===== config.mk =====
export PLATFORM = sky130hd
export DESIGN_NAME = ilm_ecc_decode
export DESIGN_NICKNAME = d
export VERILOG_FILES = /design/src/ilm_pkg.sv /design/src/ilm_ecc_decode.sv
export SDC_FILE = /design/constraint.sdc
export NUM_CORES = 1
export LEC_CHECK = 0
export ABC_AREA = 1
export BUFFER_PORTS_ARGS = -buffer_cell sky130_fd_sc_hd__buf_2
export CAP_MARGIN = 20
export CELL_PAD_IN_SITES_DETAIL_PLACEMENT = 0
export CELL_PAD_IN_SITES_GLOBAL_PLACEMENT = 2
export CORE_ASPECT_RATIO = 1.1
export CORE_UTILIZATION = 26
export DETAILED_ROUTE_END_ITERATION = 16
export PLACE_DENSITY_LB_ADDON = 0.1
export SETUP_SLACK_MARGIN = 0.1
export SYNTH_ARGS = -nofsm -noshare
export SYNTH_HDL_FRONTEND = slang
export SYNTH_SLANG_ARGS = --single-unit

===== constraint.sdc =====
create_clock -name vclk -period 4.9
set_clock_uncertainty 0.15 [all_clocks]
set_input_delay 0.245 -clock vclk [all_inputs]
set_output_delay 0.245 -clock vclk [all_outputs]
set_load 0.1 [all_outputs]

===== src/ilm_pkg.sv =====
// ILM ECC package holding the memory geometry, the APB register map and the SECDED codeword.
`default_nettype none

package ilm_pkg;

	localparam int ilm_aw = 9;   // 512 words.
	localparam int ilm_dw = 32;
	localparam int ilm_cw = 39;  // data + hamming + overall parity.
	localparam int ilm_pw = 6;
	localparam int apb_aw = 16;
	localparam int cnt_w  = 16;  // corrected error counter width.

	// paddr[12] set selects the register window.
	localparam int reg_sel_bit = 12;

	localparam logic [reg_sel_bit-1:0] reg_inj_data  = 12'h000;
	localparam logic [reg_sel_bit-1:0] reg_inj_check = 12'h004;
	localparam logic [reg_sel_bit-1:0] reg_corr_cnt  = 12'h008;
	localparam logic [reg_sel_bit-1:0] reg_ue_stat   = 12'h00C;

	// raw bit n is hamming position n, position 0 carries the overall parity.
	// check bits sit at the power of two positions, data fills the rest.
	typedef union packed {
		logic [ilm_cw-1:0] raw;
		struct packed {
			logic [5:0]  d31_26;  // positions 38..33.
			logic        c32;
			logic [14:0] d25_11;  // positions 31..17.
			logic        c16;
			logic [6:0]  d10_4;   // positions 15..9.
			logic        c8;
			logic [2:0]  d3_1;    // positions 7..5.
			logic        c4;
			logic        d0;      // position 3.
			logic        c2;
			logic        c1;
			logic        par;
		} fields;
	} ilm_codeword_u;

endpackage

`default_nettype wire


===== src/ilm_ecc_decode.sv =====
// ILM SECDED decoder that corrects single bit errors and flags double bit errors.
`timescale 1ns/100ps
`default_nettype none

module ilm_ecc_decode (
	input  wire ilm_pkg::ilm_codeword_u  cw,
	output logic [ilm_pkg::ilm_dw-1:0]   rdata_fix,
	output logic                         corr_err,
	output logic                         uncorr_err
);

	logic [ilm_pkg::ilm_pw-1:0] syn;
	logic                       syn_hit;
	logic                       syn_ok;   // points inside the codeword.
	logic                       par_bad;
	ilm_pkg::ilm_codeword_u     fixed;

	// syndrome is the xor of the positions holding a one.
	always_comb begin
		syn = '0;
		for (int k = 1; k < ilm_pkg::ilm_cw; k++) begin
			if (cw.raw[k])
				syn = syn ^ k[ilm_pkg::ilm_pw-1:0];
		end
	end

	assign par_bad = ^cw.raw;
	assign syn_hit = (syn != '0);
	assign syn_ok  = (syn < ilm_pkg::ilm_cw);

	// bad parity means an odd count of flips, taken as one.
	// a zero syndrome then blames the parity bit itself.
	assign corr_err   = par_bad & syn_ok;
	assign uncorr_err = (syn_hit & ~par_bad) | (par_bad & ~syn_ok);

	always_comb begin
		fixed = cw;
		if (corr_err && syn_hit)
			fixed.raw[syn] = ~cw.raw[syn];
	end

	assign rdata_fix = {
		fixed.fields.d31_26,
		fixed.fields.d25_11,
		fixed.fields.d10_4,
		fixed.fields.d3_1,
		fixed.fields.d0
	};

endmodule

`default_nettype wire


== Yosys cells after proc, flatten, opt, wreduce, memory -nomap -nowiden ==
Cells that the tools add are included.

* Register bits: 0
* Input bits: 39
* Output and inout bits: 34
* Logic and storage cells: 95

* Order comparisons: 3
* Mux-type cells: 44
* Bitwise logic cells: 44
* Reductions and logical operators: 4

{| class="wikitable"
|+ Operator list
! cell !! number
|-
| 5-bit two-way mux || 16
|-
| 6-bit two-way mux || 7
|-
| 39-bit bitwise mux || 1
|-
| 39-bit two-way mux || 1
|-
| 3-bit inverter || 13
|-
| 39-bit parity || 1
|-
| 4-bit two-way mux || 8
|-
| 2-bit inverter || 13
|-
| 4-bit inverter || 5
|-
| 3-bit two-way mux || 4
|-
| 6-bit by 7-bit < comparator with 1-bit output (second input constant) || 1
|-
| 1-bit binary-select mux with 6-bit select || 1
|-
| 1-bit demux with 6-bit select || 1
|-
| 6-bit by 1-bit >= comparator with 1-bit output (second input constant) || 1
|-
| 6-bit < comparator (second input constant) || 1
|-
| 6-bit nonzero test || 1
|-
| 1-bit inverter (first input constant) || 5
|-
| 5-bit inverter || 1
|-
| 2-bit two-way mux || 2
|-
| 1-bit bitwise AND || 3
|-
| 1-bit two-way mux || 3
|-
| 1-bit inverter || 3
|-
| 1-bit logical AND || 2
|-
| 1-bit bitwise OR || 1
|}

== Logic depth before layout (Yosys ltp) ==
Gate-level depths: netlist (run 1).

* Depth after elaboration: 76
* Depth in mapped cells: 26
* Depth with buffers taken out: 24

== Least setup slack after synthesis (run 1) ==
OpenSTA, ideal clock, no wires.

* Path kind: input -> output
* Start point: input port cw[19] in the netlist's numbering
* End point: output port rdata_fix[11] in the netlist's numbering
* Arrival: 4.288 ns
* Data required time: 4.505 ns
* Slack: 0.217 ns
* Cell stages on the path: 14
* Cells stage by stage: buf_4 > xnor2_1 > xnor2_1 > xor2_1 > xor2_2 > nand2_1 > nand2_1 > xor2_2 > nand2_1 > inv_1 > nand2_1 > nor2_1 > nor2_1 > a21oi_1

* Elaborated cells between the ends (all ways): 52
* Those cells by class: order compare: 3; mux: 26; bitwise: 19; reduce/logical: 4

{| class="wikitable"
|+ RTL lines
! what !! RTL line !! RTL
|-
| start, declared || ilm_ecc_decode.sv:6 || <nowiki>input wire ilm_pkg::ilm_codeword_u cw,</nowiki>
|-
| 5-bit two-way mux || ilm_ecc_decode.sv:22 || <nowiki>if (cw.raw[k])</nowiki>
|-
| 2-bit inverter (no source line) || n/a ||
|-
| 5-bit two-way mux || ilm_ecc_decode.sv:22 ||
|-
| 3-bit inverter (no source line) || n/a ||
|-
| 5-bit two-way mux || ilm_ecc_decode.sv:22 ||
|-
| 3-bit inverter (no source line) || n/a ||
|-
| 5-bit two-way mux || ilm_ecc_decode.sv:22 ||
|-
| 4-bit inverter (no source line) || n/a ||
|-
| [... 15 more ...] || n/a ||
|-
| 5-bit inverter (no source line) || n/a ||
|-
| 5-bit two-way mux || ilm_ecc_decode.sv:22 ||
|-
| 6-bit two-way mux (7 in a row) || ilm_ecc_decode.sv:22 ||
|-
| 6-bit < comparator || ilm_ecc_decode.sv:29 || <nowiki>assign syn_ok = (syn < ilm_pkg::ilm_cw);</nowiki>
|-
| 1-bit bitwise AND (*) || ilm_ecc_decode.sv:33 || <nowiki>assign corr_err = par_bad & syn_ok;</nowiki>
|-
| net corr_err || ilm_ecc_decode.sv:8 || <nowiki>output logic corr_err,</nowiki>
|-
| 1-bit logical AND (*) || ilm_ecc_decode.sv:38 || <nowiki>if (corr_err && syn_hit)</nowiki>
|-
| 39-bit two-way mux (*) || ilm_ecc_decode.sv:38 ||
|-
| end, declared || ilm_ecc_decode.sv:7 || <nowiki>output logic [ilm_pkg::ilm_dw-1:0] rdata_fix,</nowiki>
|}

Mark *: on every way through the listed nets, which the timed path passes. The rest lies on a longest branch. The select of a mux whose other input is x is not followed.

== Worst setup path after layout (run 1) ==
* Start point: input port cw[23] in the netlist's numbering
* End point: output port rdata_fix[11] in the netlist's numbering

* Word-level cells in the longest chain between the ends: 30
* Elaborated cells between the ends (all ways): 45
* Those cells by class: order compare: 3; mux: 22; bitwise: 16; reduce/logical: 4

{| class="wikitable"
|+ RTL lines
! what !! RTL line !! RTL
|-
| 5-bit two-way mux || ilm_ecc_decode.sv:22 ||
|-
| 2-bit inverter (no source line) || n/a ||
|-
| 5-bit two-way mux || ilm_ecc_decode.sv:22 ||
|-
| 3-bit inverter (no source line) || n/a ||
|-
| 5-bit two-way mux || ilm_ecc_decode.sv:22 ||
|-
| 3-bit inverter (no source line) || n/a ||
|-
| 5-bit two-way mux || ilm_ecc_decode.sv:22 ||
|-
| 4-bit inverter (no source line) || n/a ||
|-
| [... 8 more ...] || n/a ||
|-
| 5-bit two-way mux || ilm_ecc_decode.sv:22 ||
|-
| 6-bit two-way mux (7 in a row) || ilm_ecc_decode.sv:22 ||
|-
| 6-bit by 7-bit < comparator with 1-bit output (implied by the code) or 6-bit by 1-bit >= comparator with 1-bit output (tied branches) || ilm_ecc_decode.sv:39 || <nowiki>fixed.raw[syn] = ~cw.raw[syn];</nowiki>
|-
| 1-bit logical AND (implied by the code) || ilm_ecc_decode.sv:39 ||
|-
| 1-bit two-way mux (implied by the code) || ilm_ecc_decode.sv:39 ||
|-
| 1-bit demux with 6-bit select || ilm_ecc_decode.sv:39 ||
|-
| 39-bit bitwise mux || ilm_ecc_decode.sv:39 ||
|-
| 39-bit two-way mux (*) || ilm_ecc_decode.sv:38 ||
|}

Mark *: on every way between the ends. The rest lies on a longest branch, timed or not. The select of a mux whose other input is x is not followed.

==> results of run 1 <==
synthesized netlist by cell type:
cell type  count  area [um^2]
nand2_1      162          608
nor2_1        91          342
inv_1         49          184
nand3_1       39          195
a21oi_1       35          175
xnor2_1       20          175
xor2_1        16          140
nand3b_1       8         60.1
o21ai_0        6         30.0
buf_2          5         25.0
nand2_2        4         25.0
clkbuf_2       2         10.0
nor2_2         2         12.5
nor3_1         2         10.0
o21ai_1        2         10.0
xnor2_2        2         32.5
xor2_2         2         32.5
buf_4          1         7.51
inv_2          1         3.75
nand4_1        1         6.26
nor2_4         1         11.3
o22ai_1        1         6.26
through the flow:
step	utilization, %	setup WS (ns)	cells	total power (W)
finish	32.7	0.613	626	0.00111
global route	32.7	0.301	626	0.00119
CTS	32.6	0.307	626	0.00111
detailed placement	32.6	0.333	626	0.00111
global placement	32.6	0.339	626	0.00111
floorplan	-	0.217	452	0.000856
per-layer routing:
layer	part of all wire [%]	GRT usage (%)	vias up	wire (um)
met5	0	0	-	0
met2	49	37.7	77	4310
li1	-	-	1533	-
met1	46	27.8	1290	4080
met3	3.8	0.858	6	336
met4	0.88	2.32	0	77
worst max-delay path: stages:
cell and delay (ns):
buf_2 0.13, inv_1 0.15, nand2_1 0.08, nand2_1 0.13
nand2_1 0.10, nand2_1 0.12, nand3_1 0.15, nand2_1 0.14
nand3b_1 0.12, nand2_1 0.12, nor2_2 0.41, nand2_1 0.29
o21ai_0 0.25, nor2_1 0.08, nand3_1 0.07, nand3_1 0.06
nand2_1 0.09, nand2_2 0.26, buf_4 0.29, a21oi_1 0.15
buf_2 0.44
power groups by stage:
stage | Clock (W) | Combinational [W] | Sequential (W)
3_5_place_dp | 0 | 0.00111 | 0
2_1_floorplan | 0 | 0.000856 | 0
6_report | 0 | 0.00111 | 0
3_3_place_gp | 0 | 0.00111 | 0
4_1_cts | 0 | 0.00111 | 0
5_1_grt | 0 | 0.00119 | 0
path summary, 6_finish.rpt:
check / startpoint / end / slack (ns) / depth (start not counted)
worst max-delay path: cw[23] / rdata_fix[11] / 0.61 / 21
worst min-delay path: cw[26] / rdata_fix[20] / 0.88 / 4
cell families after synthesis:
logic type / count (synthesis) / share of synthesized area [%]
AO/OA/AOI/OAI: 44 / 10.5
XOR/XNOR: 40 / 18.1
buffers and inverters: 58 / 11.0
AND/OR/NAND/NOR: 310 / 60.4
area by class of cell:
| cell class | instances | area [um^2] |
|---|---|---|
| repair buffers | 74 | 373 |
| multi-input cells | 394 | 1870 |
| well taps | 108 | 135 |
| fillers | 984 | 5300 |
| inverters | 50 | 188 |
==> flow_summary.yaml, run 1 <==
run_status:
  status: "finished clean"
place:
  portBuffers: 73
  dpl_cell_area_mm2: 0.00257
  globalplace.congestion: 0.862
  dp.final_hpwl_um: 7490
power_and_ir_drop:
  pwr-share-comb_pct: 100.0
  p_int_w: 0.000236
  p_sw_share_pct: 78.7
  pwr-share-clk_pct: 0
  power.density_mw_per_mm2: 430
  seqPwrFrac_pct: 0
  ir_worst_vdd_mv: 0.129
  p_switching_w: 0.000870
  leakage_nw: 1.47
critical_path:
  worstSetupStartpointType: "input pin"
  critPathRequiredTime_ns: 4.51
  critPathMaxFanout: 20
  crit_arrival_ns: 3.89
  end_kind: "output pin"
  crit_type: "in -> out"
floorplan:
  initial_core_util_pct: 26.7
  die_x_um: 87.7
  die_area_mm2: 0.00845
  io_pins: 73
  core-area_mm2: 0.00787
  die_h_um: 96.3
  rows: 34
synthesis:
  synth_cell_type_count: 22
  syn-cell-area_mm2: 0.00210
  synthCells: 452
  syn_nets: 491
  synth-seq-area-share_pct: 0
  yosys_warnings: 0
  synth.avg_cell_area_um2: 4.65
layout:
  fin_area_mm2: 0.00257
  area_growth_pct: 22.3
  clkbuf_count: 0
  layout_common_cells: "nand2_1, nor2_1, buf_2"
  register_area_um2: 0
  antenna_cells: 0
  final_common_cell: "nand2_1"
  drive_gt1_share_pct: 16.8
  fin_nets: 559
  seq_cell_count: 0
hold_path:
  hp-class: "in -> out"
timing:
  post-route-period-util_pct: 87.5
  tightestPinTransition_ns: 0.562
  hold_viol_final: 0
  hold_slack_ns: 0.883
  slew_headroom_pct: 62.4
  max_freq_mhz: 233
  slew_violations: 0
  tns_ns: 0
  rsz0062_at_grt: "false"
  finalCriticalPeriod_ns: 4.29
  setup_viol: 0
global_route:
  grt_max_degree: 21
  grt_overflow_total: 0
  antenna_found_initial: 0
  grt_pass1_vias: 2464
  grt_pass1_wl_um: 13300
  track_usage_pct: 20.8
clock_network:
  postCtsHoldBufs: 0
  post_cts_resize_count: 0
  post-cts-setup-buffers: 0
job:
  cap_violations: 0
detailed_routing:
  antenna_left: 0
  vias: 2906
  wire_per_inst_um: 14.1
  drc: 0
  vias_per_cell: 4.64
  first_pass_iters: 6
  initialDrtViolationCount: 99
  wl_um: 8800
(Power assumes the default switching activity.)
==> inputs of run 2 (changes only) <==
CORE_UTILIZATION = 24   (was 26)
clock period = 4.5 ns   (was 4.9 ns; I/O delays follow)
==> run 2 against run 1 <==
  * Sequential share of layout area did not move
  * Combinational power rose by 13%
  * Largest power group unchanged
  * Die area rose by 8.1%
  * Final cell count rose by 0.80%
  * Count of clock-buffer cells in the layout did not move
==> flow_summary.yaml, run 2 (synthesis results as in run 1) <==
layout:
  drive_gt1_share_pct: 17.7
  antenna_cells: 0
  register_area_um2: 0
  clkbuf_count: 0
  fillers: 1043
  fin_nets: 561
  area_growth_pct: 24.2
  fin_cells: 631
  final_common_cell: "nand2_1"
  seq_cell_count: 0
  layout_common_cells: "nand2_1, nor2_1, buf_2"
timing:
  tns_ns: 0
  finalCriticalPeriod_ns: 4.15
  setup_viol: 0
  rsz0062_at_grt: "false"
  tightestPinTransition_ns: 0.574
  max_freq_mhz: 241
  hold_slack_ns: 0.840
  slew_headroom_pct: 61.6
  slew_violations: 0
  hold_viol_final: 0
  post-route-period-util_pct: 92.2
critical_path:
  path_buf_inv: 4
  cpMaxStageDelayCell: "buf_2"
  critPathMaxFanout: 21
  crit_type: "in -> out"
  critPathRequiredTime_ns: 4.12
  max_stage_delay_ns: 0.44
  path_cells: "buf_2, nand2_1, inv_1, nor2_1, nand2_1, nand2_1, nand3_1, nand2_1, nand2_1, nand3b_1, nand2_1, nor2_2, nand2_1, o21ai_0, nor2_1, nand3_1, nand3_1, nand2_1, nand2_1, buf_4, a21oi_1, buf_2"
  worstSetupStartpointType: "input pin"
  path_depth: 22
  end_kind: "output pin"
  crit_top_cell: "nand2_1"
  critPathTopFamily: "simple AND/OR/NAND/NOR gates"
  crit_arrival_ns: 3.77
hold_path:
  min_path_cells: 4
  hp-class: "in -> out"
global_route:
  grt_overflow_total: 0
  antenna_found_initial: 0
  grt_pass1_wl_um: 14500
  track_usage_pct: 20.3
  grt_pass1_vias: 2664
  grt_max_degree: 22
detailed_routing:
  vias: 2828
  wire_per_inst_um: 14.5
  wl_um: 9160
  drc: 0
  initialDrtViolationCount: 153
  antenna_left: 0
  first_pass_iters: 6
  vias_per_cell: 4.48
place:
  portBuffers: 73
  dp.final_hpwl_um: 7800
  globalplace.congestion: 0.880
  place_inst: 631
floorplan:
  io_pins: 73
  die_area_mm2: 0.00914
  core-area_mm2: 0.00845
  die_h_um: 100
  initial_core_util_pct: 24.9
  rows: 35
  die_x_um: 91.2
run_status:
  status: "finished clean"
power_and_ir_drop:
  power.density_mw_per_mm2: 477
  ir_worst_vdd_mv: 0.293
  leakage_nw: 1.48
clock_network:
  post-cts-setup-buffers: 0
job:
  cap_violations: 0
==> run 2: path summary, 6_finish.rpt <==
check | slack, ns | to | startpoint
hold / removal | 0.84 | rdata_fix[18] | cw[24]
setup / recovery | 0.35 | rdata_fix[25] | cw[37]
==> run 2: through the flow <==
step                total power [W]  util, %  instance area [um^2]  worst slack [ns]
floorplan                  0.000940        -                  2120             0.439
global placement            0.00126     30.8                  2600             0.350
detailed placement          0.00125     30.8                  2600             0.368
CTS                         0.00125     30.8                  2600             0.355
global route                0.00136     30.9                  2610             0.100
finish                      0.00125     30.9                  2610             0.351
==> run 2: power breakdown <==
part	leakage [nW]	internal, W	switching (W)
Sequential	0	0	0
Clock	0	0	0
Combinational	1.48	0.000272	0.000974
Total	1.48	0.000272	0.000974
==> run 2: tightest hold or removal path, cell delays in order <==
cell,delay [ns]
buf_2,0.12
nor2_1,0.10
a21oi_1,0.05
clkbuf_4,0.27
==> run 2: layout make-up <==
type / count / area (um^2) / area share [%]
tap: 111 / 139 / 5.32
multi-input combinational: 394 / 1890 / 72.3
timing repair buffer: 76 / 398 / 15.2
inverter: 50 / 188 / 7.19
==> run 2: per-layer routing <==
metal | GRT usage [%] | wire (um) | vias to the layer above | part of all wire, %
li1 | - | - | 1540 | -
met1 | 28.6 | 4530 | 1220 | 50
met2 | 35.8 | 4320 | 66 | 47
met3 | 0.303 | 281 | 2 | 3.1
met4 | 2.44 | 23 | 0 | 0.25
met5 | 0 | 0 | - | 0
==> run 2: repair_timing <==
action / CTS / global route
hold buffers: 0 / 0
setup endpoints to repair: 0 / 4
resized for setup: 0 / 4
==> inputs of run 3 (changes only) <==
ABC_AREA = 0   (was 1)
CORE_UTILIZATION = 31   (was 24)
==> run 3 against run 2 <==
  * Wire length shrank 32%
  * Highest routed layer unchanged
  * First-iteration DRC count down 75%
  * Final cell count decreased by 45%
==> flow_summary.yaml, run 3 <==
place:
  globalplace.congestion: 0.778
  dp.final_hpwl_um: 4900
  portBuffers: 73
job:
  cap_violations: 0
timing:
  rsz0062_at_grt: "false"
  slew_headroom_pct: 18.9
  tns_ns: 0
  tightestPinTransition_ns: 1.22
  hold_viol_final: 0
  post-route-period-util_pct: 88.8
  finalCriticalPeriod_ns: 4.00
  slew_violations: 0
  max_freq_mhz: 250
  setup_viol: 0
layout:
  clkbuf_count: 0
  seq_cell_count: 0
  register_area_um2: 0
  final_common_cell: "buf_2"
  fin_nets: 308
  area_growth_pct: 22.1
  fillers: 643
  layout_common_cells: "buf_2, xnor2_1, nor2_1"
  antenna_cells: 0
  drive_gt1_share_pct: 49.8
global_route:
  antenna_found_initial: 0
  grt_pass1_wl_um: 9410
  track_usage_pct: 18.4
  grt_overflow_total: 0
  grt_max_degree: 16
  grt_pass1_vias: 1698
critical_path:
  cpMaxStageDelayCell: "a221oi_2"
  critPathTopFamily: "XOR/XNOR gates"
  max_stage_delay_ns: 1.03
  path_buf_inv: 2
  crit_type: "in -> out"
  crit_top_cell: "buf_2"
  path_depth: 9
  path_cells: "buf_2, xnor2_1, xnor2_2, xnor3_2, xnor2_4, o221ai_1, a221oi_2, o41ai_2, buf_2"
  worstSetupStartpointType: "input pin"
  crit_arrival_ns: 3.62
  critPathRequiredTime_ns: 4.12
  end_kind: "output pin"
  critPathMaxFanout: 14
clock_network:
  postCtsHoldBufs: 0
  post_cts_resize_count: 0
  post-cts-setup-buffers: 0
synthesis:
  yosysMostFrequentCell: "xnor2_1"
  yosysTopAreaCell: "xnor2_1"
  syn-cell-area_mm2: 0.00192
  yosys_warnings: 0
  synth.avg_cell_area_um2: 9.54
  synthCells: 201
  syn_nets: 240
  synth_area_leaders: "xnor2_1, mux2_2, xnor2_2, o41ai_2, xor2_1"
  synthTopCellsByCount: "xnor2_1, nor2_1, mux2_2, xor2_1"
  synth_cell_type_count: 45
  netlist.area_leader.share_pct: 18.3
  synth-seq-area-share_pct: 0
floorplan:
  die_h_um: 84.5
  core-area_mm2: 0.00588
  io_pins: 73
  die_x_um: 77.0
  rows: 29
  die_area_mm2: 0.00650
  initial_core_util_pct: 32.6
detailed_routing:
  wl_um: 6200
  initialDrtViolationCount: 38
  vias: 1785
  antenna_left: 0
  wire_per_inst_um: 18.0
  vias_per_cell: 5.19
  drc: 0
  first_pass_iters: 4
run_status:
  status: "finished clean"
hold_path:
  hp-class: "in -> out"
  min_path_cells: 4
[run 3: cell types whose count changed in the layout (fill, tap and decap cells not counted), moves of 8 or more]
cell	delta
nand3_1	-37
o41ai_2	+11
xnor2_2	+9
a21oi_1	-31
nor2_1	-68
xnor2_1	+20
inv_1	-49
mux2_2	+17
nand2_1	-156
nand3b_1	-8
[run 3: layout make-up]
type                       instances  area [um^2]  share of cell area, %
tap                               77         96.3                   4.12
timing repair buffer              77          395                   16.9
multi-input combinational        190         1850                   79.0
[run 3: metal layers]
| layer | track usage [%] | vias to the layer above | share of wire [%] |
|---|---|---|---|
| met2 | 31.4 | 64 | 46 |
| met3 | 1.41 | 9 | 5.0 |
| met4 | 1.37 | 0 | 1.1 |
| met1 | 26.3 | 844 | 48 |
| met5 | 0 | - | 0 |
| li1 | - | 868 | - |
[run 3: worst min-delay path, stage by stage]
cell     delay [ns]
buf_2          0.13
o21ai_0        0.09
o41ai_2        0.07
buf_2          0.29
[run 3: worst paths after layout]
check	from	end	slack (ns)
worst min-delay path	cw[14]	rdata_fix[9]	0.88
worst max-delay path	cw[30]	rdata_fix[1]	0.50
[run 3: cells by family after synthesis]
group / synth area share (%)
AOI/OAI and AO/OA: 17.8
muxes: 21.8
xor gates and xnor gates: 43.0
and+or+nand+nor: 13.2
buffers and inverters: 4.18
[run 3: per-stage QoR]
stage          area [um^2]  utilization (%)  setup slack, ns  hold slack (ns)  instances
6_report              2340             39.8            0.504            0.882        344
5_1_grt               2340             39.8            0.312            0.895        344
4_1_cts               2340             39.8            0.494            0.884        344
3_5_place_dp          2340             39.8            0.518            0.882        344
3_3_place_gp          2340             39.8            0.510            0.880        344
2_1_floorplan         1930                -            0.194            0.734        201
Power of run 3 is left out: the tool's default activity adds up to more than one toggle a clock period on the data nets, which glitch-free logic cannot reach.
