--- config.mk ---
export PLATFORM = sky130hd
export DESIGN_NAME = ilm_apb_slave_flat
export DESIGN_NICKNAME = d
export VERILOG_FILES = /design/src/ilm_pkg.sv /design/src/ilm_ram_if.sv /design/src/ilm_apb_slave.sv /design/src/flat_wrapper.sv
export SDC_FILE = /design/constraint.sdc
export NUM_CORES = 1
export LEC_CHECK = 0
export BUFFER_PORTS_ARGS = -buffer_cell sky130_fd_sc_hd__buf_4
export CAP_MARGIN = 20
export CELL_PAD_IN_SITES_DETAIL_PLACEMENT = 0
export CELL_PAD_IN_SITES_GLOBAL_PLACEMENT = 2
export CORE_ASPECT_RATIO = 1.4
export CORE_UTILIZATION = 31
export DETAILED_ROUTE_END_ITERATION = 7
export PLACE_DENSITY_LB_ADDON = 0.1
export RECOVER_POWER = 25
export SLEW_MARGIN = 15
export SYNTH_ARGS = -nofsm -noshare
export SYNTH_HDL_FRONTEND = slang
export SYNTH_SLANG_ARGS = --single-unit
--- constraint.sdc ---
create_clock -name clk -period 4.5 [get_ports clk]
set_clock_uncertainty 0.05 [all_clocks]
set_input_delay 0.675 -clock clk [delete_from_list [all_inputs] [get_ports clk]]
set_output_delay 0.675 -clock clk [all_outputs]
set_load 0.01 [all_outputs]
--- src/ilm_pkg.sv ---
// ILM ECC package holding the memory geometry, the APB register map and the SECDED codeword.
`default_nettype none

package ilm_pkg;

	localparam int ilm_aw = 9;   // 512 words.
	localparam int ilm_dw = 32;
	localparam int ilm_cw = 39;  // data + hamming + overall parity.
	localparam int ilm_pw = 6;
	localparam int apb_aw = 16;
	localparam int cnt_w  = 16;  // corrected error counter width.

	// paddr[12] set selects the register window.
	localparam int reg_sel_bit = 12;

	localparam logic [reg_sel_bit-1:0] reg_inj_data  = 12'h000;
	localparam logic [reg_sel_bit-1:0] reg_inj_check = 12'h004;
	localparam logic [reg_sel_bit-1:0] reg_corr_cnt  = 12'h008;
	localparam logic [reg_sel_bit-1:0] reg_ue_stat   = 12'h00C;

	// raw bit n is hamming position n, position 0 carries the overall parity.
	// check bits sit at the power of two positions, data fills the rest.
	typedef union packed {
		logic [ilm_cw-1:0] raw;
		struct packed {
			logic [5:0]  d31_26;  // positions 38..33.
			logic        c32;
			logic [14:0] d25_11;  // positions 31..17.
			logic        c16;
			logic [6:0]  d10_4;   // positions 15..9.
			logic        c8;
			logic [2:0]  d3_1;    // positions 7..5.
			logic        c4;
			logic        d0;      // position 3.
			logic        c2;
			logic        c1;
			logic        par;
		} fields;
	} ilm_codeword_u;

endpackage

`default_nettype wire

--- src/ilm_ram_if.sv ---
// ILM RAM port bundle between the APB slave and the ECC RAM.
`timescale 1ns/100ps
`default_nettype none

interface ilm_ram_if;

	logic                       cs;     // one cycle pulse per access.
	logic                       we;
	logic [ilm_pkg::ilm_aw-1:0] addr;
	ilm_pkg::ilm_codeword_u     wdata;
	ilm_pkg::ilm_codeword_u     rdata;  // valid the cycle after a read cs.

	// the decoder taps rdata straight off the bundle.
	modport master (
		output cs,
		output we,
		output addr,
		output wdata
	);

	modport ram (
		input  cs,
		input  we,
		input  addr,
		input  wdata,
		output rdata
	);

endinterface

`default_nettype wire

--- src/ilm_apb_slave.sv ---
// ILM APB slave that encodes SECDED writes, sequences reads and keeps the ECC status registers.
`timescale 1ns/100ps
`default_nettype none

module ilm_apb_slave (
	input  wire                         clk,
	input  wire                         arst_n,
	input  wire                         psel,
	input  wire                         penable,
	input  wire                         pwrite,
	input  wire [ilm_pkg::apb_aw-1:0]   paddr,
	input  wire [ilm_pkg::ilm_dw-1:0]   pwdata,
	output logic [ilm_pkg::ilm_dw-1:0]  prdata,
	output logic                        pready,
	output logic                        pslverr,
	ilm_ram_if.master                   ram,
	input  wire [ilm_pkg::ilm_dw-1:0]   rdata_fix,
	input  wire                         corr_err,
	input  wire                         uncorr_err
);

	logic                              rd_pend;  // the single wait state of a memory read.
	logic                              access;
	logic                              mem_sel;
	logic                              aligned;
	logic                              mem_wr;
	logic                              mem_rd;
	logic                              reg_wr;
	logic [ilm_pkg::reg_sel_bit-1:0]   reg_off;
	logic [ilm_pkg::ilm_aw-1:0]        word_addr;
	logic [ilm_pkg::ilm_dw-1:0]        inj_data;
	logic [ilm_pkg::ilm_pw:0]          inj_check;
	logic [ilm_pkg::cnt_w-1:0]         corr_cnt;
	logic                              ue_flag;
	logic [ilm_pkg::ilm_aw-1:0]        ue_addr;
	logic [ilm_pkg::ilm_dw-1:0]        reg_rdata;
	logic [ilm_pkg::ilm_pw-1:0]        chk;
	ilm_pkg::ilm_codeword_u            enc;
	ilm_pkg::ilm_codeword_u            inj;

	// scatter data and check bits into their hamming positions.
	// c[ilm_pw] is the overall parity bit.
	function automatic ilm_pkg::ilm_codeword_u pack_cw(
		input logic [ilm_pkg::ilm_dw-1:0] d,
		input logic [ilm_pkg::ilm_pw:0]   c
	);
		ilm_pkg::ilm_codeword_u cw;
		cw.fields.d31_26 = d[31:26];
		cw.fields.c32    = c[5];
		cw.fields.d25_11 = d[25:11];
		cw.fields.c16    = c[4];
		cw.fields.d10_4  = d[10:4];
		cw.fields.c8     = c[3];
		cw.fields.d3_1   = d[3:1];
		cw.fields.c4     = c[2];
		cw.fields.d0     = d[0];
		cw.fields.c2     = c[1];
		cw.fields.c1     = c[0];
		cw.fields.par    = c[6];
		return cw;
	endfunction

	assign access    = psel & penable & ~rd_pend;  // first access cycle only.
	assign mem_sel   = ~paddr[ilm_pkg::reg_sel_bit];
	assign aligned   = (paddr[1:0] == 2'b00);
	assign reg_off   = paddr[ilm_pkg::reg_sel_bit-1:0];
	assign word_addr = paddr[ilm_pkg::ilm_aw+1:2];

	assign mem_wr = access & mem_sel & aligned & pwrite;
	assign mem_rd = access & mem_sel & aligned & ~pwrite;
	assign reg_wr = access & ~mem_sel & pwrite;

	// check bits are the xor of the positions holding a one.
	always_comb begin
		ilm_pkg::ilm_codeword_u base;
		base = pack_cw(pwdata, '0);
		chk = '0;
		for (int k = 1; k < ilm_pkg::ilm_cw; k++) begin
			if (base.raw[k])
				chk = chk ^ k[ilm_pkg::ilm_pw-1:0];
		end
		enc = pack_cw(pwdata, {^{pwdata, chk}, chk});
	end

	assign inj = pack_cw(inj_data, inj_check);

	assign ram.cs    = mem_wr | mem_rd;
	assign ram.we    = mem_wr;
	assign ram.addr  = word_addr;
	assign ram.wdata = enc.raw ^ inj.raw;

	assign pready  = (access & ~mem_rd) | rd_pend;
	assign pslverr = rd_pend ? uncorr_err : (access & mem_sel & ~aligned);

	always_comb begin
		case (reg_off)
			ilm_pkg::reg_inj_data:  reg_rdata = inj_data;
			ilm_pkg::reg_inj_check: reg_rdata = {{(ilm_pkg::ilm_dw-ilm_pkg::ilm_pw-1){1'b0}},
			                                     inj_check};
			ilm_pkg::reg_corr_cnt:  reg_rdata = {{(ilm_pkg::ilm_dw-ilm_pkg::cnt_w){1'b0}},
			                                     corr_cnt};
			ilm_pkg::reg_ue_stat:   reg_rdata = {7'd0, ue_addr, 15'd0, ue_flag};
			default:                reg_rdata = '0;
		endcase
	end

	always_comb begin
		if (rd_pend)
			prdata = rdata_fix;
		else if (mem_sel)
			prdata = '0;  // misaligned memory access.
		else
			prdata = reg_rdata;
	end

	always_ff @(posedge clk or negedge arst_n) begin
		if (!arst_n)
			rd_pend <= 1'b0;
		else
			rd_pend <= mem_rd;
	end

	// masks corrupt exactly one memory write.
	always_ff @(posedge clk or negedge arst_n) begin
		if (!arst_n) begin
			inj_data  <= '0;
			inj_check <= '0;
		end else if (mem_wr) begin
			inj_data  <= '0;
			inj_check <= '0;
		end else if (reg_wr) begin
			if (reg_off == ilm_pkg::reg_inj_data)
				inj_data <= pwdata;
			if (reg_off == ilm_pkg::reg_inj_check)
				inj_check <= pwdata[ilm_pkg::ilm_pw:0];
		end
	end

	always_ff @(posedge clk or negedge arst_n) begin
		if (!arst_n)
			corr_cnt <= '0;
		else if (reg_wr && reg_off == ilm_pkg::reg_corr_cnt)
			corr_cnt <= '0;
		else if (rd_pend && corr_err && corr_cnt != '1)
			corr_cnt <= corr_cnt + 1'b1;  // saturates.
	end

	// paddr is still held by the master during the wait state.
	always_ff @(posedge clk or negedge arst_n) begin
		if (!arst_n) begin
			ue_flag <= 1'b0;
			ue_addr <= '0;
		end else if (reg_wr && reg_off == ilm_pkg::reg_ue_stat) begin
			ue_flag <= 1'b0;
			ue_addr <= '0;
		end else if (rd_pend && uncorr_err) begin
			ue_flag <= 1'b1;
			ue_addr <= word_addr;
		end
	end

endmodule

`default_nettype wire

--- src/flat_wrapper.sv ---
// flat-port wrapper written by rule: the top's interface ports become plain ports
module ilm_apb_slave_flat 
  (clk, arst_n, psel, penable, pwrite, paddr, pwdata, prdata, pready, pslverr, rdata_fix, corr_err, uncorr_err, ram_cs, ram_we, ram_addr, ram_wdata);
  ilm_ram_if ram_i ();
  input  wire clk;
  input  wire arst_n;
  input  wire psel;
  input  wire penable;
  input  wire pwrite;
  input  wire [ilm_pkg::apb_aw-1:0] paddr;
  input  wire [ilm_pkg::ilm_dw-1:0] pwdata;
  output logic [ilm_pkg::ilm_dw-1:0] prdata;
  output logic pready;
  output logic pslverr;
  input  wire [ilm_pkg::ilm_dw-1:0] rdata_fix;
  input  wire corr_err;
  input  wire uncorr_err;
  output wire logic [$bits(ram_i.cs)-1:0] ram_cs;
  output wire logic [$bits(ram_i.we)-1:0] ram_we;
  output wire logic [$bits(ram_i.addr)-1:0] ram_addr;
  output wire logic [$bits(ram_i.wdata)-1:0] ram_wdata;
  assign ram_cs = ram_i.cs;
  assign ram_we = ram_i.we;
  assign ram_addr = ram_i.addr;
  assign ram_wdata = ram_i.wdata;
  ilm_apb_slave u_core (.clk(clk), .arst_n(arst_n), .psel(psel), .penable(penable), .pwrite(pwrite), .paddr(paddr), .pwdata(pwdata), .prdata(prdata), .pready(pready), .pslverr(pslverr), .ram(ram_i), .rdata_fix(rdata_fix), .corr_err(corr_err), .uncorr_err(uncorr_err));
endmodule
* Yosys cells after proc, flatten, opt, wreduce, memory -nomap -nowiden
Index checks and enable logic that the tools add are counted.
** Cells by class
- $add $sub $neg :: 1
- Equal/unequal tests :: 4
- Mux-type cells :: 48
- Bitwise operators :: 49
- Reduce and logical (&&, ||, !) cells :: 15
** Operators by type and width (count)
- $mux 32 :: 5
- $pmux 32 s4 :: 1
- $mux 5 :: 15
- $not 3->3 :: 13
- $xor 39x39->39 :: 1
- $reduce_xor 38->1 :: 1
- $mux 6 :: 6
- $mux 16 :: 2
- $mux 4 :: 7
- $eq 12x4->1 const B :: 2
- $not 2->2 :: 12
- $mux 7 :: 3
- $not 4->4 :: 5
- $mux 9 :: 2
- $add 16x1->16 const B :: 1
- $ne 16x16->1 const B :: 1
- $eq 12x3->1 const B :: 1
- $logic_not 12->1 :: 1
- $and 1x1->1 :: 10
- $reduce_bool 2->1 :: 5
- $mux 3 :: 3
- $logic_and 1x1->1 :: 5
- $not 1->1 :: 5
- $not 5->5 :: 1
- other kinds (5) :: 9
** Storage, ports and cells
- Flip-flop bits (word level) :: 66
- Input port bits :: 87
- Logic and storage cells :: 123

* Longest topological paths before layout
Gate-level depths: netlist (run 1).
- Depth in word-level cells :: 65
- Depth in mapped cells :: 7
- Mapped depth without buffers :: 6

* Worst setup path after synthesis (run 1)
Ideal clock, no wire load.
- Path type :: input -> output
- From :: input pwdata[16] (netlist bit)
- To :: output ram_wdata[0]
- Data arrival time :: 2328 ps
- Setup slack :: 1447 ps
- Stages :: 5
- Buffers on the path :: 0
- Cell sequence :: xnor3_2 > xnor3_1 > xnor3_1 > xnor3_1 > xnor3_1
** On the way
- Word-level cells in the longest chain between the ends :: 27
** RTL lines
- from (decl) :: line flat_wrapper.sv:11 : input wire [ilm_pkg::ilm_dw-1:0] pwdata;
- $mux 5 :: line ilm_apb_slave.sv:79 : if (base.raw[k])
- $not 4->4 (no source line)
- $mux 5 :: line ilm_apb_slave.sv:79
- $not 2->2 (no source line)
- $mux 5 :: line ilm_apb_slave.sv:79
- $not 3->3 (no source line)
- $mux 5 :: line ilm_apb_slave.sv:79
- $not 3->3 (no source line)
- [... 6 more ...]
- $mux 5 :: line ilm_apb_slave.sv:79
- $not 4->4 (no source line)
- $mux 5 :: line ilm_apb_slave.sv:79
- $not 5->5 (no source line)
- $mux 5 :: line ilm_apb_slave.sv:79
- $mux 6 (6 in series) :: line ilm_apb_slave.sv:79
- $reduce_xor 38->1 * :: line ilm_apb_slave.sv:82 : enc = pack_cw(pwdata, {^{pwdata, chk}, chk});
- $xor 39x39->39 * :: line ilm_apb_slave.sv:90 : assign ram.wdata = enc.raw ^ inj.raw;
- to (decl) :: line flat_wrapper.sv:21 : output wire logic [$bits(ram_i.wdata)-1:0] ram_wdata;
Every way passes the cells marked *; elsewhere a longest branch is shown, timed or not.

* Worst setup path after layout (run 1)
- From :: input paddr[5] (netlist bit)
- To :: output prdata[25] (netlist bit)
** On the way
- Word-level cells in the longest chain between the ends :: 4
** RTL lines
- from (decl) :: line flat_wrapper.sv:10 : input wire [ilm_pkg::apb_aw-1:0] paddr;
- $eq 12x4->1 (tied with other cells) :: line ilm_apb_slave.sv:96 : case (reg_off)
- $pmux 32 s4 * :: line ilm_apb_slave.sv:96
- $mux 32 * :: line ilm_apb_slave.sv:110 : else if (mem_sel)
- $mux 32 * :: line ilm_apb_slave.sv:108 : if (rd_pend)
- to (decl) :: line flat_wrapper.sv:12 : output logic [ilm_pkg::ilm_dw-1:0] prdata;
Marks and branches as above.

==> results of run 1 <==
[stage by stage]
| step | std cells | instance area [um^2] | worst slack, ns | power [mW] |
|---|---|---|---|---|
| floorplan | 503 | 4520 | 1.45 | 0.992 |
| global placement | 829 | 5910 | 0.875 | 1.28 |
| detailed placement | 829 | 5910 | 0.876 | 1.28 |
| CTS | 845 | 6210 | 0.872 | 1.97 |
| global route | 845 | 6200 | 0.638 | 2.04 |
| finish | 845 | 6200 | 0.877 | 1.94 |
[cell families after synthesis]
family / Yosys count / share of synthesized area
buffers and inverters: 40 / 0.0410
DFF: 66 / 0.366
AOI/OAI and AO/OA: 102 / 0.142
xor gates and xnor gates: 106 / 0.239
and+or+nand+nor: 166 / 0.158
muxes: 22 / 0.0515
adders and majority gates: 1 / 0.00277
[flip-flops by register name, indices dropped and copies added (netlist names)]
name and flops:
u_core.rd_pend 1, u_core.inj_check 7, u_core.ue_flag 1, u_core.ue_addr 9
u_core.inj_data 32, u_core.corr_cnt 16
[metal layers]
metal | share of wire | up-vias
li1 | - | 2026
met1 | 0.42 | 1921
met2 | 0.53 | 95
met3 | 0.034 | 5
met4 | 0.0068 | 0
met5 | 0 | -
[final timing paths]
check                                  start                   to  slack, ns  depth (start not counted)
max in group asynchronous             arst_n  u_core.inj_check[6]       2.59                          1
hold / removal             u_core.ue_addr[8]    u_core.ue_addr[8]       0.45                          1
setup / recovery                    paddr[5]           prdata[25]       0.88                          8
min in group asynchronous             arst_n    u_core.ue_addr[2]       0.77                          1
setup reg to reg              u_core.rd_pend   u_core.inj_data[2]       1.64                          6
hold reg to reg            u_core.ue_addr[8]    u_core.ue_addr[8]       0.45                          1
[cell type report]
class	count	area, um^2	share of cell area
multi-input cells	397	2690	0.434
flip-flops and latches	66	1650	0.266
repair buffers	176	1320	0.213
clock buffers	12	267	0.0430
well taps	185	231	0.0373
clock inverters	4	25.0	0.00403
inverters	5	18.8	0.00303
[power by group]
group / switching [mW] / internal, mW / total [mW]
logic: 0.266 / 0.369 / 0.635
clock network: 0.263 / 0.416 / 0.679
registers: 0.0148 / 0.610 / 0.624
total: 0.544 / 1.40 / 1.94
[cells in the mapped netlist, drive strengths merged, types with 2 or more instances]
library cell / number
o41ai: 2
nand3: 8
a211oi: 4
nand2: 84
nor3: 9
nor2: 42
a22oi: 18
mux2i: 21
a22o: 16
xnor2: 55
nor4: 5
or3: 4
xor2: 40
buf: 12
dfrtp: 66
xnor3: 11
nand4: 4
o21ai: 51
and4: 2
a21oi: 9
clkbuf: 23
inv: 5
==> flow_metrics.py, run 1 <==
metrics = {
    "clocking": {
        "cts.sinks": 66,
        "h-tree-depth": 3,
        "cts_tree": "yes",
        "clkLatencyLatePin_ns": 0.32,
        "root_buffer": "clkbuf_16",
        "cts_resized": 0,
        "cts_max_path_buffers": 2,
        "clkTransAtPathRegs_ns": 0.06,
        "postCtsSetupRepairBufs": 0,
        "cts_made_buffers": 9,
        "hold_buffers": 0,
    },
    "grt": {
        "grt_antenna_before_repair": 0,
        "use_met3": 0.0305,
        "overflow": 0,
        "grtUsageTotal": 0.197,
        "grt_use_met2": 0.366,
        "grt_max_degree": 67,
        "met1_usage": 0.237,
        "grt_pass1_wl_mm": 22.6,
        "grt.busiest_layer": "met2",
        "grt_pass1_vias": 4048,
    },
    "power": {
        "leakagePower_nw": 2.93,
        "p_per_area_mw_per_mm2": 313,
        "peakVddDrop_mv": 0.143,
    },
    "detailed_routing": {
        "vias": 4047,
        "wl_per_cell_um": 17.2,
        "first_pass_iters": 4,
        "wirelength_mm": 14.5,
        "ant_nets": 0,
        "first_iter_violations": 141,
        "drc_errors": 0,
        "via_per_inst": 4.79,
    },
    "layout": {
        "mostFrequentLayoutCells": "buf_4 (175), nand2_1 (84), dfrtp_1 (66)",
        "final_common_cell": "buf_4",
        "area_delta_synth_final_pct": 37.3,
        "fillers": 1422,
        "final_util": 0.442,
        "nets": 743,
        "drive_above_1_share": 0.300,
        "num_antenna_cells": 0,
    },
    "timing": {
        "min_period_over_period": 0.805,
        "drv_slew": 67,
        "worst_pin_slew_ns": 1.75,
        "max_slew_margin": -0.168,
        "fin_setup_tns_ns": 0,
        "fmax_mhz": 276,
        "hold_viol": 0,
        "period_minus_slack_ns": 3.62,
        "rsz0062_at_grt": "no",
        "finalSetupViolations": 0,
        "holdWs_ns": 0.454,
    },
    "yosys": {
        "synth-edff-count": 0,
        "ys.flop_type": "dfrtp_1",
        "synth_nets": 591,
        "ys_warn_count": 0,
        "yosysTopAreaCellShare": 0.366,
        "postSynthAreaPerCell_um2": 8.98,
        "synth_cells": 503,
        "synthArstFlopShare": 1.00,
        "ys_ff_latch": 66,
        "synthTopCellsByArea": "dfrtp_1 (37%), xnor2_1 (11%), xor2_1 (7.8%), nand2_1 (7.0%), o21ai_0 (5.7%)",
        "synth.distinct_cells": 37,
        "yosysSeqAreaShare": 0.366,
        "syn-cell-area_mm2": 0.00452,
        "yosys.area.top_type": "dfrtp_1",
    },
    "flow_run": {
        "cap_violations": 1,
    },
    "setup_path": {
        "crit_type": "primary input to primary output",
        "cp_num_buf_inv": 3,
        "cp_slowest_stage_delay_ns": 0.77,
        "required_ns": 3.77,
        "crit_path_start_kind": "primary input",
        "crit_path_end_kind": "primary output",
        "cp_common_cell": "buf_4",
        "critPathTopFamily": "simple AND/OR/NAND/NOR gates",
        "cp_max_fo": 26,
        "cp.arrival_ns": 2.90,
        "crit_slowest_cell": "or3b_2",
        "crit_chain": "buf_4, nor4_1, nand3_1, or3b_2, nor2_1, buf_4, a22o_1, buf_4",
    },
    "die": {
        "die_h_um": 145,
        "die_area_mm2": 0.0151,
        "ios": 171,
        "die-width_um": 104,
        "rows": 51,
        "coreArea_mm2": 0.0140,
        "initial_utilization": 0.322,
    },
    "hold_path": {
        "hp-class": "register to register",
    },
    "run_status": {
        "violations": "max-capacitance violations, max-slew violations",
        "status": "complete, but fails checks",
    },
    "place": {
        "gp_congestion": 0.832,
        "io_buffer_count": 167,
        "place_hpwl_mm": 11.3,
    },
}
Power figures use the tool's default switching activity.
==> inputs of run 2 (changes only) <==
--- a/config.mk
+++ b/config.mk
@@ -5,12 +5,13 @@
 export SDC_FILE = /design/constraint.sdc
 export NUM_CORES = 1
 export LEC_CHECK = 0
+export ABC_AREA = 1
 export BUFFER_PORTS_ARGS = -buffer_cell sky130_fd_sc_hd__buf_4
 export CAP_MARGIN = 20
 export CELL_PAD_IN_SITES_DETAIL_PLACEMENT = 0
 export CELL_PAD_IN_SITES_GLOBAL_PLACEMENT = 2
 export CORE_ASPECT_RATIO = 1.4
-export CORE_UTILIZATION = 31
+export CORE_UTILIZATION = 29
 export DETAILED_ROUTE_END_ITERATION = 7
 export PLACE_DENSITY_LB_ADDON = 0.1
 export RECOVER_POWER = 25
==> constraint.sdc (replaced) <==
create_clock -name clk -period 3.5 [get_ports clk]
set_clock_uncertainty 0.05 [all_clocks]
set_input_delay 0.525 -clock clk [delete_from_list [all_inputs] [get_ports clk]]
set_output_delay 0.525 -clock clk [all_outputs]
set_load 0.01 [all_outputs]
==> run 2 against run 1 <==
Net effect:
- the flow still finishes with violations (max-capacitance violations, max-slew violations)
- sequential power rose by 60%
- worst setup slack lost 0.25 ns
- synthesized area increased by 27%
- first-iteration DRC count rose by 38%
- via count rose by 38%
- register-to-register slack worse by 0.56 ns
- clock-buffer cell count shrank 1
- core utilization fell by 5.7 points
==> flow_metrics.py, run 2 <==
metrics = {
    "clocking": {
        "root_buffer": "clkbuf_16",
        "hold_buffers": 0,
        "clkLatencyLatePin_ns": 0.34,
        "cts_made_buffers": 9,
        "postCtsSetupRepairBufs": 0,
        "cts.sinks": 66,
        "cts_resized": 0,
        "cts_tree": "yes",
        "clkTransAtPathRegs_ns": 0.05,
        "h-tree-depth": 3,
        "cts_max_path_buffers": 2,
    },
    "place": {
        "io_buffer_count": 167,
        "gp_congestion": 0.813,
        "dp.cells": 1176,
        "place_hpwl_mm": 15.4,
    },
    "detailed_routing": {
        "first_pass_iters": 5,
        "drc_errors": 0,
        "wl_per_cell_um": 15.7,
        "via_per_inst": 4.69,
        "ant_nets": 0,
        "vias": 5593,
        "wirelength_mm": 18.8,
        "first_iter_violations": 195,
    },
    "yosys": {
        "yosysSeqAreaShare": 0.288,
        "yosysMostFrequentCell": "nand2_1",
        "synth_cells": 789,
        "syn-cell-area_mm2": 0.00574,
        "synthTopCellsByArea": "dfrtp_1 (29%), nand2_1 (15%), inv_1 (7.2%), xor2_1 (6.6%), o22ai_2 (4.4%)",
        "synthArstFlopShare": 1.00,
        "ys.flop_type": "dfrtp_1",
        "synth_top_cells_by_count": "nand2_1 (226), inv_1 (110), dfrtp_1 (66), xor2_1 (43), nand3_1 (38)",
        "ys_warn_count": 0,
        "synth.distinct_cells": 52,
        "ys_ff_latch": 66,
        "yosys.area.top_type": "dfrtp_1",
        "synth-edff-count": 0,
        "postSynthAreaPerCell_um2": 7.28,
        "yosysTopAreaCellShare": 0.288,
        "synth_nets": 877,
    },
    "setup_path": {
        "crit_chain": "buf_4, nor2_1, nand2_1, nor2_1, nand2_1, o22ai_1, a21oi_1, o31ai_1, buf_4",
        "crit_type": "primary input to primary output",
        "crit_path_start_kind": "primary input",
        "cp_slowest_stage_delay_ns": 0.37,
        "crit_slowest_cell": "nand2_1",
        "crit_path_end_kind": "primary output",
        "cp_max_fo": 14,
        "required_ns": 2.92,
        "cp.arrival_ns": 2.29,
    },
    "timing": {
        "hold_viol": 0,
        "max_slew_margin": -0.184,
        "drv_slew": 67,
        "period_minus_slack_ns": 2.87,
        "finalSetupViolations": 0,
        "fin_setup_tns_ns": 0,
        "worst_pin_slew_ns": 1.78,
        "holdWs_ns": 0.313,
        "fmax_mhz": 349,
        "min_period_over_period": 0.820,
        "rsz0062_at_grt": "no",
    },
    "grt": {
        "grt_pass1_vias": 5447,
        "grt_antenna_before_repair": 1,
        "overflow": 0,
        "grt_max_degree": 67,
        "grt_pass1_wl_mm": 29.2,
        "grtUsageTotal": 0.189,
    },
    "layout": {
        "drive_above_1_share": 0.312,
        "layout.cells.non_filler": 1192,
        "largest_register_ffs": 32,
        "top_regs": "u_core.inj_data: 32 flops, u_core.corr_cnt: 16 flops, u_core.ue_addr: 9 flops",
        "area_delta_synth_final_pct": 29.3,
        "mostFrequentLayoutCells": "nand2_1 (226), buf_4 (169), inv_1 (110)",
        "top_register": "u_core.inj_data",
        "final_common_cell": "nand2_1",
        "nets": 1027,
    },
    "die": {
        "rows": 60,
        "initial_utilization": 0.298,
        "die_h_um": 168,
        "ios": 171,
        "die_area_mm2": 0.0204,
        "coreArea_mm2": 0.0193,
        "die-width_um": 121,
    },
    "flow_run": {
        "cap_violations": 1,
    },
    "power": {
        "p_per_area_mw_per_mm2": 430,
        "power.total_mw": 3.19,
        "peakVddDrop_mv": 0.183,
        "leakagePower_nw": 3.91,
    },
    "run_status": {
        "status": "complete, but fails checks",
        "violations": "max-capacitance violations, max-slew violations",
    },
    "hold_path": {
        "hp-class": "primary input to register",
    },
}
[run 2: worst paths after layout]
| check | start | to | slack, ns | depth (start not counted) |
|---|---|---|---|---|
| min reg2reg | u_core.ue_flag | u_core.ue_flag | 0.44 | 2 |
| min in group asynchronous | arst_n | u_core.corr_cnt[9] | 0.59 | 1 |
| min | pwrite | u_core.rd_pend | 0.31 | 2 |
| max | paddr[9] | prdata[3] | 0.63 | 9 |
| max in group asynchronous | arst_n | u_core.inj_data[24] | 1.73 | 1 |
| max reg2reg | u_core.corr_cnt[0] | u_core.corr_cnt[9] | 1.08 | 11 |
[run 2: where the power goes]
part,internal [mW],leakage [nW],switching (mW),total (mW)
combinational,0.541,2.99,0.670,1.21
sequential,0.895,0.772,0.101,0.996
clock,0.640,0.152,0.343,0.983
total,2.08,3.91,1.11,3.19
[run 2: through the flow]
step                instance area (um^2)   util  setup slack [ns]
floorplan                           5740      -              1.10
global placement                    7100  0.368             0.624
detailed placement                  7100  0.368             0.620
CTS                                 7420  0.385             0.610
global route                        7420  0.385             0.361
finish                              7420  0.385             0.631
[run 2: cells by family (layout without fill, tap and decap cells)]
family / Yosys count / after routing / synth area share
flip-flops: 66 / 66 / 0.288
adder cells (fa/ha/maj): 1 / 1 / 0.00218
AO/OA/AOI/OAI: 133 / 133 / 0.173
other: 0 / 1 / 0
XOR/XNOR: 60 / 60 / 0.113
buffers and inverters: 163 / 317 / 0.127
AND/OR/NAND/NOR: 366 / 366 / 0.297
[run 2: routing by layer]
layer	vias up	GRT usage	wire length [um]
met5	-	0	0
met4	0	0.0649	346
met3	20	0.0286	629
met2	106	0.334	9830
met1	2632	0.230	7950
li1	2835	-	-
[run 2: worst max-delay path: cells and delay by family]
kind | cells | cell delay (ns)
and+or+nand+nor | 4 | 0.85
AOI/OAI and AO/OA | 3 | 0.64
buffers and inverters | 2 | 0.29
[run 2: area by class of cell]
cell class | instances | area [um^2]
antenna | 1 | 2.50
clock inverter | 4 | 76.3
clock buffer | 11 | 243
fill | 2041 | 11900
timing repair buffer | 170 | 1270
sequential | 66 | 1650
multi-input combinational | 560 | 3360
tap | 248 | 310
inverter | 132 | 507
==> inputs of run 3 (changes only) <==
--- a/config.mk
+++ b/config.mk
@@ -5,13 +5,13 @@
 export SDC_FILE = /design/constraint.sdc
 export NUM_CORES = 1
 export LEC_CHECK = 0
-export ABC_AREA = 1
+export ABC_AREA = 0
 export BUFFER_PORTS_ARGS = -buffer_cell sky130_fd_sc_hd__buf_4
 export CAP_MARGIN = 20
 export CELL_PAD_IN_SITES_DETAIL_PLACEMENT = 0
 export CELL_PAD_IN_SITES_GLOBAL_PLACEMENT = 2
 export CORE_ASPECT_RATIO = 1.4
-export CORE_UTILIZATION = 29
+export CORE_UTILIZATION = 28
 export DETAILED_ROUTE_END_ITERATION = 7
 export PLACE_DENSITY_LB_ADDON = 0.1
 export RECOVER_POWER = 25
==> constraint.sdc (replaced) <==
create_clock -name clk -period 2.8 [get_ports clk]
set_clock_uncertainty 0.05 [all_clocks]
set_input_delay 0.42 -clock clk [delete_from_list [all_inputs] [get_ports clk]]
set_output_delay 0.42 -clock clk [all_outputs]
set_load 0.01 [all_outputs]
==> run 3 against run 2 <==
Net effect:
- the flow still finishes with violations (max-capacitance violations, max-slew violations)
- hold slack lost 0.10 ns
- global-route usage grew 0.079 points
- final cell count shrank 26%
- register-to-register slack lost 0.49 ns
- final area shrank 12%
- clock-buffer cell count is the same
- die area shrank 18%
- first-iteration DRC count shrank 33%
- combinational power shrank 4%
- worst setup slack lost 0.57 ns
- largest cell class unchanged
- largest power group is now clock
==> flow_metrics.py, run 3 (synthesized netlist as in run 1, its figures left out) <==
metrics = {
    "setup_path": {
        "crit_path_start_kind": "primary input",
        "required_ns": 2.33,
        "cp.arrival_ns": 2.27,
        "crit_type": "primary input to primary output",
        "crit_path_end_kind": "primary output",
        "cp_max_fo": 4,
    },
    "die": {
        "die-width_um": 109,
        "die_area_mm2": 0.0167,
        "coreArea_mm2": 0.0157,
        "die_h_um": 152,
        "ios": 171,
        "initial_utilization": 0.288,
        "rows": 54,
    },
    "layout": {
        "num_antenna_cells": 0,
        "largest_register_ffs": 32,
        "area_delta_synth_final_pct": 44.3,
        "top_register": "u_core.inj_data",
        "final_common_cell": "buf_4",
        "drive_above_1_share": 0.335,
        "mostFrequentLayoutCells": "buf_4 (206), nand2_1 (84), dfrtp_1 (66)",
        "final_util": 0.416,
        "top_regs": "u_core.inj_data: 32 flops, u_core.corr_cnt: 16 flops, u_core.ue_addr: 9 flops",
        "nets": 775,
    },
    "grt": {
        "grt_pass1_vias": 4259,
        "grt.busiest_layer": "met2",
        "overflow": 0,
        "grt_antenna_before_repair": 0,
        "grt_pass1_wl_mm": 23.6,
        "use_met3": 0.0184,
        "grtUsageTotal": 0.189,
        "grt_use_met2": 0.347,
        "met1_usage": 0.226,
        "grt_max_degree": 67,
    },
    "power": {
        "clock_power_share": 0.363,
        "p_seq_frac": 0.296,
        "power.internal_mw": 2.47,
        "p_per_area_mw_per_mm2": 521,
        "peakVddDrop_mv": 0.281,
        "power.switching_mw": 0.928,
        "swShare": 0.273,
        "p_comb_frac": 0.341,
        "leakagePower_nw": 3.12,
    },
    "clocking": {
        "cts_tree": "yes",
        "hold_buffers": 0,
        "cts.sinks": 66,
        "clkTransAtPathRegs_ns": 0.06,
        "cts_max_path_buffers": 2,
        "cts_made_buffers": 9,
        "root_buffer": "clkbuf_16",
        "h-tree-depth": 3,
        "clkLatencyLatePin_ns": 0.34,
    },
    "place": {
        "place_hpwl_mm": 12.0,
        "io_buffer_count": 167,
        "gp_congestion": 0.783,
    },
    "run_status": {
        "violations": "max-capacitance violations, max-slew violations",
        "status": "complete, but fails checks",
    },
    "detailed_routing": {
        "wirelength_mm": 15.4,
        "drc_errors": 0,
        "vias": 4211,
        "first_iter_violations": 130,
        "first_pass_iters": 4,
        "wl_per_cell_um": 17.3,
        "via_per_inst": 4.74,
        "ant_nets": 0,
    },
    "timing": {
        "worst_pin_slew_ns": 1.77,
        "min_period_over_period": 0.977,
        "finalSetupViolations": 0,
        "period_minus_slack_ns": 2.74,
        "max_slew_margin": -0.179,
        "drv_slew": 67,
        "holdWs_ns": 0.213,
        "rsz0062_at_grt": "no",
        "fmax_mhz": 366,
        "hold_viol": 0,
    },
    "hold_path": {
        "hp-class": "primary input to register",
    },
    "flow_run": {
        "cap_violations": 1,
    },
}
[run 3: changes by cell type in the layout (fill, tap and decap cells not counted), moves of 21 or more]
cell and change:
inv_1 -105, nand2_1 -142, o22ai_1 -25, mux2i_1 +21, xnor2_1 +48, buf_4 +37
nand2_2 -28, nand3_1 -30
[run 3: final timing paths]
| kind | from | endpoint | slack (ns) | cells after the start |
|---|---|---|---|---|
| hold / removal | pwrite | u_core.rd_pend | 0.21 | 2 |
| setup / recovery | pwdata[5] | ram_wdata[0] | 0.06 | 7 |
| max in group asynchronous | arst_n | u_core.inj_data[30] | 1.14 | 1 |
| setup reg to reg | u_core.rd_pend | u_core.corr_cnt[8] | 0.59 | 6 |
| hold reg to reg | u_core.ue_addr[0] | u_core.ue_addr[0] | 0.45 | 1 |
| min in group asynchronous | arst_n | u_core.ue_addr[7] | 0.49 | 1 |
[run 3: layer usage]
layer  up-vias  wire, um
li1       2086         -
met1      2010      6300
met2       102      8270
met3        13       575
met4         0       212
met5         -         0
[run 3: critical path: stages]
cell     delay, ns
buf_4         0.13
xnor2_1       0.29
xnor3_1       0.47
xnor2_1       0.14
xnor2_1       0.26
xnor3_1       0.39
buf_4         0.16
[run 3: area by class of cell]
class / instances / area [um^2]
well taps: 196 / 245
multi-input cells: 397 / 2710
flip-flops and latches: 66 / 1650
fillers: 1652 / 9160
repair buffers: 208 / 1570
inverters: 5 / 18.8
clock buffers: 11 / 243
clock inverters: 5 / 77.6
[run 3: power by group through the flow]
stage	clock network (mW)	registers (mW)	logic (mW)
floorplan	0	1.01	0.585
global placement	0	1.02	1.17
detailed placement	0	1.02	1.17
CTS	1.27	1.00	1.18
global route	1.30	1.01	1.23
finish	1.23	1.00	1.16
[run 3: what timing repair did]
action / 4_1_cts / 5_1_grt
cloned: 0 / 0
setup endpoints to repair: 1 / 33
pin swaps: 2 / 3
buffers inserted: 1 / 0
resized for setup: 2 / 1
[run 3: through the flow]
stage                     instances  total power, mW  setup slack (ns)  cell area (um^2)  TNS [ns]
after global routing            888             3.54          0.000575              6520         0
after global placement          871             2.19           -0.0139              6170   -0.0139
after CTS                       888             3.46            0.0165              6520         0
final                           888             3.40            0.0644              6520         0
after floorplan                 503             1.59             0.257              4520         0
after detailed placement        871             2.19           -0.0761              6170   -0.0761
